[src/spmm_pkg.sv]
// Sizes are fixed at 16 input features, 4 output features and 8 rows. Zero-length rows unsupported
`default_nettype none

package spmm_pkg;

  // ====================
  // Sizes
  // ====================
  localparam int DATA_W          = 8;
  localparam int NUM_FEATURE_IN  = 16;
  localparam int NUM_FEATURE_OUT = 4;
  localparam int NUM_ROWS        = 8;
  localparam int H_DEPTH         = 64;
  localparam int FIFO_DEPTH      = 4;
  // Full product plus growth over a whole row
  localparam int WH_ELEM_W       = 2 * DATA_W + $clog2(NUM_FEATURE_IN);

  // Derived field widths
  localparam int PROD_W      = 2 * DATA_W;
  localparam int COL_IDX_W   = $clog2(NUM_FEATURE_IN);
  localparam int ROW_LEN_W   = $clog2(NUM_FEATURE_IN + 1);
  localparam int NUM_NODE_W  = 8;
  localparam int H_ADDR_W    = $clog2(H_DEPTH);
  localparam int NODE_ADDR_W = $clog2(NUM_ROWS);
  localparam int WH_ADDR_W   = $clog2(NUM_ROWS);
  localparam int ROW_CNT_W   = $clog2(NUM_ROWS + 1);
  localparam int FIFO_CNT_W  = $clog2(FIFO_DEPTH + 1);

  // ====================
  // Vector types
  // ====================
  typedef logic signed [DATA_W-1:0]    val_t;
  typedef logic [COL_IDX_W-1:0]        col_idx_t;
  typedef logic [ROW_LEN_W-1:0]        row_len_t;
  typedef logic [NUM_NODE_W-1:0]       num_node_t;
  typedef logic [H_ADDR_W-1:0]         h_addr_t;
  typedef logic [NODE_ADDR_W-1:0]      node_addr_t;
  typedef logic [WH_ADDR_W-1:0]        wh_addr_t;
  typedef logic signed [WH_ELEM_W-1:0] wh_elem_t;

  // ====================
  // Structs
  // ====================
  // One nonzero of H as stored in memory
  typedef struct packed {
    col_idx_t col_idx;
    val_t     val;
  } h_entry_t;

  // Per-row descriptor
  typedef struct packed {
    row_len_t  row_len;
    num_node_t num_node;
    logic      src_flag;
  } node_info_t;

  // Streamed nonzero broadcast to every PE
  typedef struct packed {
    val_t      val;
    col_idx_t  col_idx;
    logic      vld;
    logic      last;
    num_node_t num_node;
    logic      src_flag;
  } pe_elem_t;

  typedef struct packed {
    wh_elem_t [NUM_FEATURE_OUT-1:0] elem;
    num_node_t                      num_node;
    logic                           src_flag;
  } wh_word_t;

endpackage

`default_nettype wire

[src/node_info_fifo.sv]
// Push is ignored when full and pop when empty; the head word is valid only while not empty
`default_nettype none
`timescale 1ns/1ps

module node_info_fifo #(
  parameter int DEPTH = spmm_pkg::FIFO_DEPTH
) (
  input  logic                 clk,
  input  logic                 rst_n,
  input  logic                 push_i,
  input  spmm_pkg::node_info_t push_data_i,
  input  logic                 pop_i,
  output spmm_pkg::node_info_t head_o,
  output logic                 empty_o,
  output logic                 full_o
);
  import spmm_pkg::*;

  node_info_t                  mem [DEPTH];
  logic [$clog2(DEPTH)-1:0]    wr_ptr;
  logic [$clog2(DEPTH)-1:0]    rd_ptr;
  logic [$clog2(DEPTH+1)-1:0]  count;
  logic                        do_push;
  logic                        do_pop;

  assign do_push = push_i && !full_o;
  assign do_pop  = pop_i && !empty_o;
  assign empty_o = (count == '0);
  assign full_o  = (count == DEPTH);
  assign head_o  = mem[rd_ptr];

  // Pointers and occupancy
  always_ff @(posedge clk or negedge rst_n) begin
    if (!rst_n) begin
      wr_ptr <= '0;
      rd_ptr <= '0;
      count  <= '0;
    end else begin
      if (do_push) begin
        wr_ptr <= (wr_ptr == DEPTH - 1) ? '0 : wr_ptr + 1'b1;
      end
      if (do_pop) begin
        rd_ptr <= (rd_ptr == DEPTH - 1) ? '0 : rd_ptr + 1'b1;
      end
      case ({do_push, do_pop})
        2'b10:   count <= count + 1'b1;
        2'b01:   count <= count - 1'b1;
        default: count <= count;
      endcase
    end
  end

  // Storage
  always_ff @(posedge clk) begin
    if (do_push) begin
      mem[wr_ptr] <= push_data_i;
    end
  end

endmodule

`default_nettype wire

[src/row_sequencer.sv]
// Every row must hold at least one nonzero, and start_i must stay high until the run is done
`default_nettype none
`timescale 1ns/1ps

module row_sequencer (
  input  logic                 clk,
  input  logic                 rst_n,
  input  logic                 start_i,
  output spmm_pkg::node_addr_t node_addr_o,
  input  spmm_pkg::node_info_t node_dout_i,
  output spmm_pkg::h_addr_t    h_addr_o,
  input  spmm_pkg::h_entry_t   h_dout_i,
  output spmm_pkg::pe_elem_t   elem_o
);
  import spmm_pkg::*;

  typedef enum logic [1:0] {
    SEQ_IDLE,
    SEQ_RUN,
    SEQ_DONE
  } seq_state_e;

  seq_state_e            state_q;
  seq_state_e            state_d;
  logic                  running;

  // Node-info fetch
  node_addr_t            node_addr_q;
  logic [ROW_CNT_W-1:0]  fetch_cnt_q;
  logic [FIFO_CNT_W-1:0] credit_q;
  logic                  node_rd;
  logic                  node_rd_q;

  // Prefetch queue
  logic                  fifo_push;
  logic                  fifo_pop;
  node_info_t            head;
  logic                  fifo_empty;
  logic                  fifo_full;

  // Entry walk
  h_addr_t               h_addr_q;
  row_len_t              ent_cnt_q;
  logic [ROW_CNT_W-1:0]  rows_done_q;
  logic                  issue;
  logic                  last;

  // Control that lines up with returning H data
  logic                  vld_q;
  logic                  last_q;
  num_node_t             num_node_q;
  logic                  src_flag_q;

  assign running   = (state_q == SEQ_RUN);
  // Slots held by queued words plus the read still in flight
  assign node_rd   = running && (fetch_cnt_q < NUM_ROWS) && (credit_q < FIFO_DEPTH);
  assign fifo_push = node_rd_q && !fifo_full;
  assign issue     = running && !fifo_empty;
  assign last      = (ent_cnt_q == head.row_len - 1'b1);
  assign fifo_pop  = issue && last;

  assign node_addr_o = node_addr_q;
  assign h_addr_o    = h_addr_q;

  node_info_fifo #(
    .DEPTH (FIFO_DEPTH)
  ) u_fifo (
    .clk         (clk),
    .rst_n       (rst_n),
    .push_i      (fifo_push),
    .push_data_i (node_dout_i),
    .pop_i       (fifo_pop),
    .head_o      (head),
    .empty_o     (fifo_empty),
    .full_o      (fifo_full)
  );

  // ====================
  // Run control
  // ====================
  always_comb begin
    state_d = state_q;
    case (state_q)
      SEQ_IDLE: begin
        if (start_i) begin
          state_d = SEQ_RUN;
        end
      end
      SEQ_RUN: begin
        if (fifo_pop && rows_done_q == ROW_CNT_W'(NUM_ROWS - 1)) begin
          state_d = SEQ_DONE;
        end
      end
      SEQ_DONE: begin
        if (!start_i) begin
          state_d = SEQ_IDLE;
        end
      end
      default: state_d = SEQ_IDLE;
    endcase
  end

  always_ff @(posedge clk or negedge rst_n) begin
    if (!rst_n) begin
      state_q     <= SEQ_IDLE;
      node_rd_q   <= 1'b0;
      node_addr_q <= '0;
      fetch_cnt_q <= '0;
      credit_q    <= '0;
      h_addr_q    <= '0;
      ent_cnt_q   <= '0;
      rows_done_q <= '0;
    end else begin
      state_q   <= state_d;
      node_rd_q <= node_rd;
      if (state_q == SEQ_IDLE) begin
        node_addr_q <= '0;
        fetch_cnt_q <= '0;
        credit_q    <= '0;
        h_addr_q    <= '0;
        ent_cnt_q   <= '0;
        rows_done_q <= '0;
      end else begin
        if (node_rd) begin
          node_addr_q <= node_addr_q + 1'b1;
          fetch_cnt_q <= fetch_cnt_q + 1'b1;
        end
        case ({node_rd, fifo_pop})
          2'b10:   credit_q <= credit_q + 1'b1;
          2'b01:   credit_q <= credit_q - 1'b1;
          default: credit_q <= credit_q;
        endcase
        // One nonzero per cycle while a descriptor is at the head
        if (issue) begin
          h_addr_q <= h_addr_q + 1'b1;
          if (last) begin
            ent_cnt_q   <= '0;
            rows_done_q <= rows_done_q + 1'b1;
          end else begin
            ent_cnt_q <= ent_cnt_q + 1'b1;
          end
        end
      end
    end
  end

  // ====================
  // Element output
  // ====================
  always_ff @(posedge clk or negedge rst_n) begin
    if (!rst_n) begin
      vld_q  <= 1'b0;
      last_q <= 1'b0;
    end else begin
      vld_q  <= issue;
      last_q <= issue && last;
    end
  end

  always_ff @(posedge clk) begin
    num_node_q <= head.num_node;
    src_flag_q <= head.src_flag;
  end

  // Entry comes straight from memory, one cycle after its address
  always_comb begin
    elem_o.val      = h_dout_i.val;
    elem_o.col_idx  = h_dout_i.col_idx;
    elem_o.vld      = vld_q;
    elem_o.last     = last_q;
    elem_o.num_node = num_node_q;
    elem_o.src_flag = src_flag_q;
  end

endmodule

`default_nettype wire

[src/sparse_pe.sv]
// Expects the weight one cycle after wgt_addr_o; result is valid two cycles after a last entry
`default_nettype none
`timescale 1ns/1ps

module sparse_pe (
  input  logic               clk,
  input  logic               rst_n,
  input  spmm_pkg::pe_elem_t elem_i,
  output spmm_pkg::col_idx_t wgt_addr_o,
  input  spmm_pkg::val_t     wgt_dout_i,
  output spmm_pkg::wh_elem_t res_o,
  output logic               res_vld_o
);
  import spmm_pkg::*;

  // Stage 1 holds the element while the weight is read
  val_t                     val_q;
  logic                     vld_q;
  logic                     last_q;

  // Stage 2 multiply-accumulate
  logic signed [PROD_W-1:0] prod;
  wh_elem_t                 acc_base;
  wh_elem_t                 acc_q;

  // Column index doubles as the weight row
  assign wgt_addr_o = elem_i.col_idx;

  always_ff @(posedge clk or negedge rst_n) begin
    if (!rst_n) begin
      vld_q  <= 1'b0;
      last_q <= 1'b0;
    end else begin
      vld_q  <= elem_i.vld;
      last_q <= elem_i.vld && elem_i.last;
    end
  end

  always_ff @(posedge clk) begin
    val_q <= elem_i.val;
  end

  // ====================
  // Accumulate
  // ====================
  assign prod = val_q * wgt_dout_i;

  // Start from zero once the previous row has been emitted
  assign acc_base = res_vld_o ? '0 : acc_q;

  always_ff @(posedge clk or negedge rst_n) begin
    if (!rst_n) begin
      acc_q     <= '0;
      res_vld_o <= 1'b0;
    end else begin
      if (vld_q) begin
        acc_q <= acc_base + prod;
      end else begin
        acc_q <= acc_base;
      end
      res_vld_o <= vld_q && last_q;
    end
  end

  assign res_o = acc_q;

endmodule

`default_nettype wire

[src/spmm_top.sv]
// All memories must return data one cycle after the address; the WH port never stalls
`default_nettype none
`timescale 1ns/1ps

module spmm_top (
  input  logic                                               clk,
  input  logic                                               rst_n,
  input  logic                                               start_i,
  // H data memory
  output spmm_pkg::h_addr_t                                  h_addr_o,
  input  spmm_pkg::h_entry_t                                 h_dout_i,
  // Node-info memory
  output spmm_pkg::node_addr_t                               node_addr_o,
  input  spmm_pkg::node_info_t                               node_dout_i,
  // One weight port per output column
  output spmm_pkg::col_idx_t [spmm_pkg::NUM_FEATURE_OUT-1:0] wgt_addr_o,
  input  spmm_pkg::val_t [spmm_pkg::NUM_FEATURE_OUT-1:0]     wgt_dout_i,
  // WH result port
  output logic                                               wh_we_o,
  output spmm_pkg::wh_addr_t                                 wh_addr_o,
  output spmm_pkg::wh_word_t                                 wh_data_o,
  output logic                                               done_o
);
  import spmm_pkg::*;

  pe_elem_t                       elem;
  wh_elem_t [NUM_FEATURE_OUT-1:0] pe_res;
  logic [NUM_FEATURE_OUT-1:0]     pe_res_vld;

  row_sequencer u_seq (
    .clk         (clk),
    .rst_n       (rst_n),
    .start_i     (start_i),
    .node_addr_o (node_addr_o),
    .node_dout_i (node_dout_i),
    .h_addr_o    (h_addr_o),
    .h_dout_i    (h_dout_i),
    .elem_o      (elem)
  );

  // ====================
  // PE bank
  // ====================
  for (genvar g = 0; g < NUM_FEATURE_OUT; g++) begin : g_pe
    sparse_pe u_pe (
      .clk        (clk),
      .rst_n      (rst_n),
      .elem_i     (elem),
      .wgt_addr_o (wgt_addr_o[g]),
      .wgt_dout_i (wgt_dout_i[g]),
      .res_o      (pe_res[g]),
      .res_vld_o  (pe_res_vld[g])
    );
  end

  // PEs run in lockstep so PE 0 speaks for the bank
  wh_writer u_writer (
    .clk       (clk),
    .rst_n     (rst_n),
    .start_i   (start_i),
    .elem_i    (elem),
    .res_i     (pe_res),
    .res_vld_i (pe_res_vld[0]),
    .wh_we_o   (wh_we_o),
    .wh_addr_o (wh_addr_o),
    .wh_data_o (wh_data_o),
    .done_o    (done_o)
  );

endmodule

`default_nettype wire

[src/wh_writer.sv]
// Assumes all PEs share one timing; done_o holds until start_i falls, which also rewinds the address
`default_nettype none
`timescale 1ns/1ps

module wh_writer (
  input  logic                                               clk,
  input  logic                                               rst_n,
  input  logic                                               start_i,
  input  spmm_pkg::pe_elem_t                                 elem_i,
  input  spmm_pkg::wh_elem_t [spmm_pkg::NUM_FEATURE_OUT-1:0] res_i,
  input  logic                                               res_vld_i,
  output logic                                               wh_we_o,
  output spmm_pkg::wh_addr_t                                 wh_addr_o,
  output spmm_pkg::wh_word_t                                 wh_data_o,
  output logic                                               done_o
);
  import spmm_pkg::*;

  // Tag pipeline two stages deep to match the PE
  num_node_t num_node_q1;
  num_node_t num_node_q2;
  logic      src_flag_q1;
  logic      src_flag_q2;
  wh_addr_t  wh_addr_q;

  always_ff @(posedge clk) begin
    num_node_q1 <= elem_i.num_node;
    src_flag_q1 <= elem_i.src_flag;
    num_node_q2 <= num_node_q1;
    src_flag_q2 <= src_flag_q1;
  end

  // Strobe and results come from the PE accumulate registers
  assign wh_we_o = res_vld_i;

  always_comb begin
    wh_data_o.elem     = res_i;
    wh_data_o.num_node = num_node_q2;
    wh_data_o.src_flag = src_flag_q2;
  end

  // Address doubles as the count of rows written
  always_ff @(posedge clk or negedge rst_n) begin
    if (!rst_n) begin
      wh_addr_q <= '0;
      done_o    <= 1'b0;
    end else if (!start_i) begin
      wh_addr_q <= '0;
      done_o    <= 1'b0;
    end else if (wh_we_o) begin
      wh_addr_q <= wh_addr_q + 1'b1;
      if (wh_addr_q == WH_ADDR_W'(NUM_ROWS - 1)) begin
        done_o <= 1'b1;
      end
    end
  end

  assign wh_addr_o = wh_addr_q;

endmodule

`default_nettype wire
[config.mk]
export PLATFORM = sky130hd
export DESIGN_NAME = spmm_top
export DESIGN_NICKNAME = d
export VERILOG_FILES = /design/src/spmm_pkg.sv /design/src/node_info_fifo.sv /design/src/row_sequencer.sv /design/src/sparse_pe.sv /design/src/spmm_top.sv /design/src/wh_writer.sv
export SDC_FILE = /design/constraint.sdc
export NUM_CORES = 1
export LEC_CHECK = 0
export BUFFER_PORTS_ARGS = -buffer_cell sky130_fd_sc_hd__buf_2
export CAP_MARGIN = 10
export CORE_MARGIN = 2
export CORE_UTILIZATION = 30
export DETAILED_ROUTE_END_ITERATION = 10
export GPL_ROUTABILITY_DRIVEN = 0
export SLEW_MARGIN = 20
export SYNTH_ARGS = -nofsm -noshare
export SYNTH_HDL_FRONTEND = slang
export SYNTH_SLANG_ARGS = --single-unit
export TNS_END_PERCENT = 5
[constraint.sdc]
create_clock -name clk -period 5.9 [get_ports clk]
set_clock_uncertainty 0.1 [all_clocks]
set_input_delay 0.59 -clock clk [delete_from_list [all_inputs] [get_ports clk]]
set_output_delay 0.59 -clock clk [all_outputs]
set_load 0.1 [all_outputs]
Yosys cells after proc, flatten, opt, wreduce, memory -nomap -nowiden

Memory sizes are Yosys's and may differ from the RTL's.
Index checks and enable logic that the tools add are counted.

Output and inout bits: 119
Memories kept: 1
Word-level logic and storage cells: 128
Memory bits (writable): 56
Register bits: 159
Input bits: 61

Memories:

| name             | depth | bits a word | rd ports | clocked after Yosys merged registers in | wr ports | RTL line             | text |
|---|---|---|---|---|---|---|---|
| u_seq.u_fifo.mem | 4     | 14          | 1        | 0                                       | 1        | node_info_fifo.sv:19 | `node_info_t mem [DEPTH];` |

Eq/ne operators: 17
Reduce and logical (&&, ||, !) cells: 22
$mul: 4
Muxes and demuxes: 36
$lt $le $gt $ge: 2
Add/subtract/negate cells: 17

Operators with widths:

| cell                  | count |
|---|---|
| $mux W20              | 8 |
| $add A20 B16 Y20      | 4 |
| $mul A8 B8 Y16        | 4 |
| $mux W4               | 5 |
| $mux W3               | 5 |
| $mux W5               | 3 |
| $add A3 B1 Y3 const B | 4 |
| $mux W6               | 2 |
| $pmux W3 S2           | 2 |
| $eq A2 B2 Y1 const B  | 5 |
| $logic_and A1 B1 Y1   | 10 |
| $mux W2               | 5 |
| $add A4 B1 Y4 const B | 2 |
| $reduce_bool A2 Y1    | 4 |
| $add A6 B1 Y6 const B | 1 |
| $eq A2 B1 Y1 const B  | 3 |
| $eq A3 B3 Y1 const B  | 2 |
| $ne A2 B2 Y1 const B  | 3 |
| $pmux W2 S3           | 1 |
| $sub A3 B1 Y3 const B | 2 |
| $add A5 B1 Y5 const B | 1 |
| $eq A5 B5 Y1          | 1 |
| $mux W1               | 5 |
| $sub A5 B1 Y5 const B | 1 |
| other kinds (11)      | 15 |

Longest topological paths before layout

Gate-level depths: netlist of the first run.

Depth in word-level cells: 7
Gate-level depth with buffers: 19
Mapped depth without buffers: 18

Cells and area by module

From an unflattened synthesis of the first run, not the netlist that was laid out.

Cells, all modules: 2269
Area total of the unflattened synthesis: 24402.2 um2

Modules (own cells, without submodules):

| module                       | sequential area each (um2) | instances | area each (um2) | cells each |
|---|---|---|---|---|
| sparse_pe (g_pe[1].u_pe ...) | 735.7                      | 2         | 4743.3          | 467 |
| sparse_pe (g_pe[0].u_pe)     | 735.7                      | 1         | 4720.8          | 468 |
| sparse_pe (g_pe[3].u_pe)     | 735.7                      | 1         | 4717.0          | 466 |
| node_info_fifo               | 1856.8                     | 1         | 2502.4          | 113 |
| row_sequencer                | 930.9                      | 1         | 1815.5          | 174 |
| wh_writer                    | 460.4                      | 1         | 1159.9          | 114 |

Worst setup path before layout of the first run

Ideal clock, no wire load.

Path kind: reg2reg
Start: register, netlist name g_pe[3].u_pe.res_vld_o
End: register g_pe[0].u_pe.acc_q[18]
Path buffers: 2
Slack: -0.093 ns
Period minus slack after synthesis: 5.993 ns
Setup time: 0.125 ns
Arrival: 5.768 ns
Cell stages (with the launch flop): 20
Required time: 5.675 ns
Cells stage by stage: dfrtp_1 clkbuf_1 clkbuf_1 nand2b_1 fa_1 inv_1 fa_1 ha_1 inv_1 fa_1 inv_1 ha_1 ha_1 fa_1 a21o_1 a2111oi_1 nor2_1 a211o_1 xor2_1 mux2_2

RTL lines:

| what                   | RTL line        | text |
|---|---|---|
| end signal: assignment | sparse_pe.sv:57 | `acc_q <= acc_base + prod;` |
| end signal: assignment | sparse_pe.sv:59 | `acc_q <= acc_base;` |
| end: declaration       | sparse_pe.sv:24 | `wh_elem_t acc_q;` |

Worst setup path after layout of the first run

Start: register g_pe[3].u_pe.res_vld_o
End: register g_pe[3].u_pe.acc_q[15]

Longest elaborated chain between the ends: 3

RTL lines:

| what                     | RTL line        | text |
|---|---|---|
| start: declaration       | sparse_pe.sv:12 | `output logic res_vld_o` |
| start signal: assignment | sparse_pe.sv:61 | `res_vld_o <= vld_q && last_q;` |
| $mux W20 (*)             | sparse_pe.sv:49 | `assign acc_base = res_vld_o ? '0 : acc_q;` |
| $add A20 B16 Y20         | sparse_pe.sv:57 |  |
| $mux W20 (*)             | sparse_pe.sv:56 | `if (vld_q) begin` |
| end signal: assignment   | sparse_pe.sv:57 |  |
| end signal: assignment   | sparse_pe.sv:59 |  |
| end: declaration         | sparse_pe.sv:24 |  |

Mark *: on every way between the ends. The rest lies on a longest branch, timed or not.
A chain may end at the register's enable or synchronous reset.

==> results of run 1 <==
[worst max path at each step]
stage,to,startpoint,cells past startpoint
global placement,g_pe[2].u_pe.res_o[18],g_pe[3].u_pe.val_q[3],15
detailed placement,g_pe[0].u_pe.res_o[18],g_pe[3].u_pe.val_q[3],18
finish,g_pe[3].u_pe.res_o[15],g_pe[3].u_pe.res_vld_o,18
floorplan,g_pe[1].u_pe.res_o[18],g_pe[3].u_pe.res_vld_o,18
CTS,g_pe[0].u_pe.res_o[18],g_pe[3].u_pe.val_q[7],14
global route,g_pe[3].u_pe.res_o[19],g_pe[3].u_pe.val_q[7],16
[sequential cells by signal, indices dropped and copies added (netlist names), 2 cells and up]
register / count
g_pe.u_pe.res_o: 80
u_seq.node_addr_o: 3
u_seq.num_node_q: 8
u_seq.credit_q: 3
u_seq.rows_done_q: 4
u_writer.wh_addr_o: 3
u_seq.state_q: 2
u_seq.u_fifo.mem: 56
u_writer.num_node_q2: 8
u_seq.u_fifo.count: 3
u_seq.fetch_cnt_q: 4
g_pe.u_pe.val_q: 8
u_writer.num_node_q1: 8
u_seq.u_fifo.wr_ptr: 2
u_seq.h_addr_o: 6
u_seq.ent_cnt_q: 5
u_seq.u_fifo.rd_ptr: 2
[cell usage after synthesis, drive strengths merged (10+ instances only)]
library cell / number
o21ai: 62
inv: 374
and2: 137
xnor2: 56
edfxtp: 56
nor3: 20
and3: 11
a21oi: 43
nand4: 10
a211oi: 11
fa: 354
mux2i: 17
nand2: 160
mux4: 16
nand2b: 39
nor2b: 69
mux2: 35
ha: 199
dfxtp: 35
a21o: 23
nor2: 81
xor2: 24
clkbuf: 50
nand3: 21
buf: 31
dfrtp: 124
o21a: 16
[placed cells by master, fill, tap and decap left out, types with 29 or more instances in the layout]
master | synthesis | routed
and2_1 | 137 | 136
buf_4 | 17 | 43
fa_1 | 354 | 354
dfxtp_1 | 35 | 34
ha_1 | 199 | 199
mux2_2 | 33 | 33
buf_2 | 1 | 158
o21ai_0 | 60 | 60
nor2b_1 | 69 | 69
edfxtp_1 | 56 | 56
nand2_1 | 160 | 160
clkbuf_16 | 0 | 29
inv_1 | 374 | 374
nand2b_1 | 39 | 39
a21oi_1 | 43 | 42
nor2_1 | 81 | 81
xnor2_1 | 55 | 55
dfrtp_1 | 124 | 122
[cell type report]
| type | instances | share of cell area |
|---|---|---|
| tap | 1030 | 0.0490 |
| clock buffer | 32 | 0.0280 |
| multi-input combinational | 1506 | 0.600 |
| sequential | 215 | 0.209 |
| inverter | 378 | 0.0540 |
| clock inverter | 21 | 0.0107 |
| timing repair buffer | 215 | 0.0493 |
[logic make-up after synthesis]
logic type / synth area share
AO/OA/AOI/OAI: 0.0659
XOR/XNOR: 0.0308
AND/OR/NAND/NOR: 0.130
flip-flops: 0.238
buffers and inverters: 0.0783
adder cells (fa/ha/maj): 0.416
multiplexers: 0.0410
[routing by layer]
layer | GRT usage | up-vias
li1 | - | 7285
met3 | 0.0279 | 52
met2 | 0.224 | 224
met5 | 0 | -
met1 | 0.190 | 7655
met4 | 0.0284 | 0
[per-stage QoR]
stage               std cells  instance area (sq um)  setup slack, ps  setup TNS (ps)  hold WS (ps)
floorplan                2180                  23000              168               0           194
global placement         3335                  25100            -54.7           -79.8           212
detailed placement       3335                  25100            -48.2           -64.9           212
CTS                      3397                  26200              110               0          66.7
global route             3397                  26300             14.7               0          80.8
finish                   3397                  26300              282               0           111
[timing repair]
item,CTS,global route
resized for setup,1,11
setup endpoints to repair,4,10
hold buffers,9,0
endpoints found under the hold margin,80,0
cloned,0,0
pin swaps,0,0
==> flow_metrics.tcl, run 1 <==
set metrics [dict create \
    cp_max_fo 26 \
    synth_top_cell_by_area "fa_1" \
    routed_wire_length_per_instance_um 15.3 \
    slew_headroom 0.455 \
    multi_input_area_sq_mm 0.0158 \
    r2r-start "g_pe[3].u_pe.res_vld_o" \
    first_pass_iters 5 \
    syn-cell-area_sq_mm 0.0230 \
    timing.final.max_slew_violations 0 \
    via_count 15200 \
    postSynthAreaPerCell_sq_um 10.6 \
    cap_viol_max_count 0 \
    cp_top_family "adder cells" \
    worst_slew_pin_slew_ps 818 \
    r2r_setup_slack_ps 280 \
    timing.fmax_mhz 178 \
    clk_lat_worst_skew_ps 600 \
    path_common_cell "fa_1" \
    antenna_found_initial 0 \
    class_of_the_most_critical_hold_timing_path "in -> reg" \
    timing.rr.end "g_pe[3].u_pe.res_o[15]" \
    cts_inserted_buffers 29 \
    mapped_nets 2794 \
    initial_cell_density_of_the_core 0.303 \
    cts_htree_levels 1 \
    cts.sink_count 215 \
    cts.clk_slew.worst_paths_ps 60 \
    first_global_vias 16000 \
    run_status "complete, no violations" \
    grt_first_pass_wirelength_mm 86.3 \
    timing_worst_setup_path_type "reg -> reg" \
    floorplan.die.height_um 281 \
    synth_top_flop_cell "dfrtp_1" \
    number_of_enable_flip_flop_cells_after_synthesis 56 \
    final.period_utilization 0.952 \
    cpMaxStageDelayCell "dfrtp_4" \
    whs_endpoint "u_seq.u_fifo.mem[2][13]" \
    hold_viol 0 \
    critPathLaunchType "register" \
    dieWidth_um 281 \
    yosysSeqAreaShare 0.238 \
    max_layer_used "met4" \
    rows 101 \
    avgViaCountPerCell 4.48 \
    critical_path_arrival_ps 6030 \
    tritoncts "built" \
    antenna_left 0 \
    dieArea_sq_mm 0.0790 \
    grt_setup_unrepaired "false" \
    final.min_clock_period_ps 5620 \
    timing.hold.worst_path_depth 1 \
    floorplan.core_area_sq_mm 0.0759 \
    yosysTopAreaCellShare 0.308 \
    crit_buf_inv 5 \
    first_iter_violations 643 \
    reg2regPathDepth 18 \
    ys_ff_latch 215 \
    end_kind "register" \
    globalRouteOverflowTotal 0 \
    largest_net_degree_at_the_start_of_global_routing 74 \
    io_buffer_count 159 \
    area.growth.synth_to_final_pct 14.2 \
    wl_met2_mm 24.3 \
    timing.critical_path.required_ps 6310 \
    finalCoreUtilization 0.346 \
    hp-start "node_dout_i[13]" \
    antenna_cells_inserted 0 \
    yosys_cell_types 68 \
    finalSetupViolCount 0 \
    io_pins 180 \
    synth.area.top_cells "fa_1 (31%), dfrtp_1 (13%), ha_1 (11%)" \
    drc_violations_left 0 \
    layout_cells_sized_above_1 0.139 \
    grt_use_total 0.138 \
    synth_async_sr_flop_share 0.577 \
    cts-root-to-sink-buffers 3 \
    cp_slowest_stage_delay_ps 620 \
    design.final.nets 2959 \
    worstPathCellList "buf_4 -> nand2b_1 -> fa_1 -> inv_1 -> fa_1 -> inv_1 -> fa_1 -> inv_1 -> fa_1 -> fa_1 -> ha_1 -> a21o_1 -> a22o_1 -> o211ai_1 -> o21ai_0 -> buf_4 -> nand2b_1 -> o2bb2ai_1" \
    dp_hpwl_mm 41.3 \
    synthesis.yosys.warnings 0 \
    netlist_instances 2180 \
    postRouteWirelength_mm 52.0 \
    sequential_cell_area_sq_mm 0.00549 \
    drt-met1-wl_mm 23.8 \
    cts.repair_timing.setup_buffer_count 0 \
    cell_at_the_root_of_the_clock_tree "clkbuf_16" \
    filler_cells_inserted 7731 \
    met3WireLength_mm 2.83 \
]
Power of run 1 is not shown: default switching activity piles up to over one toggle a cycle in this logic, so the estimate is an artifact.
==> run 2, diff against run 1 <==
Settings changed: CORE_UTILIZATION 30 to 57, PLACE_DENSITY set to 0.79.
==> run 2 against run 1 <==
Effect of this change: the run now ends with negative hold slack left; global-route usage is 12 points higher; sequential share of layout area rose by 0.75 points; count of clock-buffer cells in the layout fell by 3; worst hold slack got worse by 120 ps; worst setup slack worse by 79 ps; cell area decreased by 3.4%; utilization increased by 29 points; via count up 4.1%; first-iteration DRC count grew 24%; critical path type unchanged; highest routed layer unchanged.
==> flow_metrics.tcl, run 2 (same netlist as run 1, synthesis figures left out) <==
set metrics [dict create \
    run_status "finished, violations left" \
    violations "negative hold slack" \
    cap_viol_max_count 0 \
    tritoncts "built" \
    timing.final.max_slew_violations 0 \
    initial_cell_density_of_the_core 0.578 \
    io_pins 180 \
    timing.fmax_mhz 176 \
    final.period_utilization 0.966 \
    tns_ps 0 \
    final.min_clock_period_ps 5700 \
    cts-root-to-sink-buffers 3 \
    grt_first_pass_wirelength_mm 85.3 \
    timing.critical_path.required_ps 6250 \
    r2r_setup_slack_ps 200 \
    grt_setup_unrepaired "false" \
    cp_slowest_stage_delay_ps 720 \
    floorplan.die.height_um 205 \
    cp_top_family "adder cells" \
    worstPathCellList "buf_4 -> nand2_1 -> fa_1 -> fa_1 -> inv_1 -> fa_1 -> fa_1 -> fa_1 -> ha_1 -> o21ai_0 -> o21ai_0 -> a21o_1 -> a41oi_1 -> or3_1 -> a311oi_1" \
    cp_max_fo 11 \
    final_common_cell "inv_1" \
    globalRouteOverflowTotal 0 \
    timing.rr.end "g_pe[2].u_pe.res_o[19]" \
    max_ffs_per_register 80 \
    cts_inserted_buffers 25 \
    avgViaCountPerCell 5.50 \
    cts.clk_slew.worst_paths_ps 60 \
    critPathLaunchType "register" \
    cts.sink_count 215 \
    clk_lat_worst_skew_ps 570 \
    class_of_the_most_critical_hold_timing_path "in -> async" \
    postRouteWirelength_mm 49.8 \
    path_common_cell "fa_1" \
    first_pass_iters 5 \
    floorplan.core_area_sq_mm 0.0398 \
    antenna_left 0 \
    design.final.nets 2949 \
    routed_wire_length_per_instance_um 17.3 \
    layout_cells_sized_above_1 0.137 \
    area.growth.synth_to_final_pct 10.3 \
    crit_buf_inv 2 \
    cts_htree_levels 1 \
    worst_hold_slack_ps -10.2 \
    drc_violations_left 0 \
    dp_hpwl_mm 38.9 \
    largest_net_degree_at_the_start_of_global_routing 98 \
    reg2regPathDepth 15 \
    rows 73 \
    cell_at_the_root_of_the_clock_tree "clkbuf_16" \
    cpMaxStageDelayCell "dfxtp_1" \
    grt_use_total 0.255 \
    io_buffer_count 159 \
    finalSetupViolCount 0 \
    final_cell_mix "inv_1 (374), fa_1 (354), ha_1 (199)" \
    via_count 15800 \
    dieWidth_um 205 \
    first_iter_violations 798 \
    worst_slew_pin_slew_ps 1050 \
    hold_viol 2 \
    antenna_found_initial 2 \
    end_kind "register" \
    slew_headroom 0.299 \
    timing_worst_setup_path_type "reg -> reg" \
    dieArea_sq_mm 0.0420 \
    first_global_vias 17400 \
    r2r-start "g_pe[3].u_pe.val_q[1]" \
    critical_path_arrival_ps 6050 \
]
[run 2: cell types whose count changed in the layout (fill, tap and decap cells not counted), sizes merged]
cell / previous run / this run
clkinv: 12 / 14
buf: 206 / 207
inv: 380 / 377
dlygate4sd3: 9 / 2
diode: 0 / 2
clkbuf: 32 / 29
clkinvlp: 2 / 3
bufinv: 5 / 1
[run 2: layout make-up]
type                    count  area, sq um
multi-input cells        1506        15700
fillers                  3101        14400
flip-flops and latches    215         5500
inverters                 378         1420
repair buffers            209         1240
clock buffers              29          671
well taps                 525          657
clock inverters            17          146
diodes                      2         5.00
[run 2: metrics by stage]
stage | instances | util | setup slack [ps] | cell area (sq um)
after global placement | 2831 | 0.616 | 250 | 24500
after global routing | 2881 | 0.637 | 12.1 | 25400
after CTS | 2879 | 0.637 | 97.6 | 25400
final | 2881 | 0.637 | 203 | 25400
after detailed placement | 2831 | 0.616 | 115 | 24500
after floorplan | 2180 | - | 168 | 23000
[run 2: how the worst max path moves through the flow]
stage	startpoint	to	slack [ps]	cells past startpoint
2_1_floorplan	g_pe[3].u_pe.res_vld_o	g_pe[1].u_pe.res_o[18]	170	18
3_3_place_gp	g_pe[3].u_pe.val_q[7]	g_pe[2].u_pe.res_o[18]	250	16
3_5_place_dp	wgt_dout_i[8]	g_pe[1].u_pe.res_o[18]	110	15
4_1_cts	g_pe[3].u_pe.val_q[7]	g_pe[2].u_pe.res_o[19]	100	15
5_1_grt	g_pe[3].u_pe.val_q[7]	g_pe[2].u_pe.res_o[19]	10	16
6_report	g_pe[3].u_pe.val_q[1]	g_pe[2].u_pe.res_o[19]	200	15
[run 2: routing by layer]
| layer | vias to the layer above | track usage | wire [um] |
|---|---|---|---|
| met5 | - | 0 | 0 |
| met4 | 0 | 0.0892 | 1820 |
| met3 | 96 | 0.0527 | 3290 |
| met2 | 422 | 0.426 | 24400 |
| met1 | 8068 | 0.331 | 20300 |
| li1 | 7261 | - | - |
[run 2: what timing repair did]
| action | in CTS | in global routing |
|---|---|---|
| hold buffers | 2 | 0 |
| setup buffers | 0 | 0 |
| endpoints found under the hold margin | 2 | 0 |
| endpoints found under the setup margin | 0 | 10 |
| resized for setup | 0 | 8 |
Power of run 2 is left out for the same reason.
==> run 3, diff against run 2 <==
Clock period 5.9 ns to 4.9 ns, I/O delays scaled along.
==> run 3 against run 2 <==
Effect of this change: the flow finishes with violations (negative setup slack); critical path depth increased by 3; register-to-register slack got worse by 560 ps; first-iteration DRC count increased by 15%; via count increased by 6.5%; routed wire length increased by 11%; worst setup slack got worse by 560 ps; utilization increased by 7.2 points; cell area increased by 11%; count of clock-buffer cells in the layout decreased by 1; final cell count increased by 7.5%; flip-flop and latch count unchanged; highest routed layer unchanged.
==> flow_metrics.tcl, run 3 (same netlist as run 1, synthesis figures left out) <==
set metrics [dict create \
    dieArea_sq_mm 0.0420 \
    antenna_found_initial 0 \
    initial_cell_density_of_the_core 0.578 \
    pre_cts_ws_ps -532 \
    design.final.nets 3166 \
    final.period_utilization 1.07 \
    timing.fmax_mhz 190 \
    io_buffer_count 159 \
    dp_hpwl_mm 41.4 \
    drc_violations_left 0 \
    final_common_cell "inv_1" \
    run_status "finished, violations left" \
    area.growth.synth_to_final_pct 22.7 \
    hold_viol 0 \
    via_count 16900 \
    first_iter_violations 916 \
    tritoncts "built" \
    rows 73 \
    timing_worst_setup_path_type "reg -> reg" \
    cts-root-to-sink-buffers 3 \
    floorplan.die.height_um 205 \
    slew_headroom 0.303 \
    timing.final.max_slew_violations 0 \
    first_pass_iters 7 \
    grt_setup_unrepaired "true" \
    io_pins 180 \
    setup_ws_ps -356 \
    max_ffs_per_register 80 \
    end_kind "register" \
    worst_slew_pin_slew_ps 1040 \
    cts_htree_levels 1 \
    dieWidth_um 205 \
    cts.sink_count 215 \
    antenna_left 0 \
    filler_cells_inserted 2698 \
    violations "negative setup slack" \
    timing.hold.worst_path_depth 1 \
    timing.critical_path.required_ps 5230 \
    clk_lat_worst_skew_ps 580 \
    grt_first_pass_wirelength_mm 90.6 \
    cts_inserted_buffers 26 \
    final_cell_mix "inv_1 (366), fa_1 (342), buf_4 (231)" \
    avgViaCountPerCell 5.45 \
    first_global_vias 18400 \
    finalSetupViolCount 38 \
    floorplan.core_area_sq_mm 0.0398 \
    cell_at_the_root_of_the_clock_tree "clkbuf_16" \
    largest_net_degree_at_the_start_of_global_routing 93 \
    layout_cells_sized_above_1 0.261 \
    cts.clk_slew.worst_paths_ps 60 \
    class_of_the_most_critical_hold_timing_path "in -> reg" \
    cp_max_fo 13 \
    cap_viol_max_count 0 \
    critical_path_arrival_ps 5590 \
    globalRouteOverflowTotal 0 \
    postRouteWirelength_mm 55.5 \
    routed_wire_length_per_instance_um 17.9 \
    grt_use_total 0.270 \
    final.min_clock_period_ps 5260 \
    reg2regPathDepth 18 \
    critPathLaunchType "register" \
]
run 3: layer usage:
layer  GRT usage  up-vias  share of wire
li1            -     7689              -
met4      0.0773        0          0.030
met5           0        -              0
met2       0.469      485           0.51
met1       0.343     8571           0.40
met3      0.0528      128          0.066
run 3: metrics by stage:
step	instance area (sq um)	std cells	util	hold WS, ps	setup TNS, ps
after CTS	27800	3087	0.699	4.49	-4880
after global routing	28200	3097	0.709	16.9	-13040
after global placement	26600	3023	0.667	213	-5980
after detailed placement	26600	3023	0.667	214	-8770
after floorplan	23600	2180	-	94.4	-5450
final	28200	3098	0.709	22.4	-7720
run 3: worst max-delay path: stages, from the launching register on:
cell and delay (ps):
dfrtp_4 440, buf_4 190, buf_12 190, nor2b_2 80, fa_1 530, inv_1 50
fa_1 510, inv_1 60, fa_1 560, fa_1 430, ha_1 340, ha_4 250
a2111oi_4 420, o21a_1 230, nor2_1 60, a41oi_2 220, buf_4 160, mux2i_1 220
a311oi_2 60
run 3: final cells by class:
class / count / area (sq um) / share of cell area
multi-input combinational: 1506 / 16600 / 0.589
sequential: 215 / 5500 / 0.195
timing repair buffer: 425 / 3110 / 0.110
inverter: 378 / 1420 / 0.0502
clock buffer: 28 / 658 / 0.0233
tap: 525 / 657 / 0.0233
clock inverter: 20 / 249 / 0.00882
antenna: 1 / 2.50 / 0.0000886
run 3: timing repair:
action                                  CTS  global route
endpoints found under the setup margin   39            43
gates resized for setup                  42            67
buffers inserted                          6             8
cloned                                    1             2
endpoints found under the hold margin    99             0
pin swaps                                34            45
hold buffers                              9             0
run 3: path summary, 6_finish.rpt:
path | start | to | slack (ps)
worst max-delay path | g_pe[3].u_pe.res_vld_o | g_pe[0].u_pe.res_o[19] | -360
worst min-delay path | node_dout_i[10] | u_seq.u_fifo.mem[0][10] | 20
worst max register to register | g_pe[3].u_pe.res_vld_o | g_pe[0].u_pe.res_o[19] | -360
worst min register to register | u_writer.num_node_q1[4] | u_writer.num_node_q2[4] | 230
max in group asynchronous | rst_n | g_pe[3].u_pe.res_vld_o | 3100
min in group asynchronous | rst_n | g_pe[1].u_pe.res_o[7] | 510
Power of run 3 is left out for the same reason.
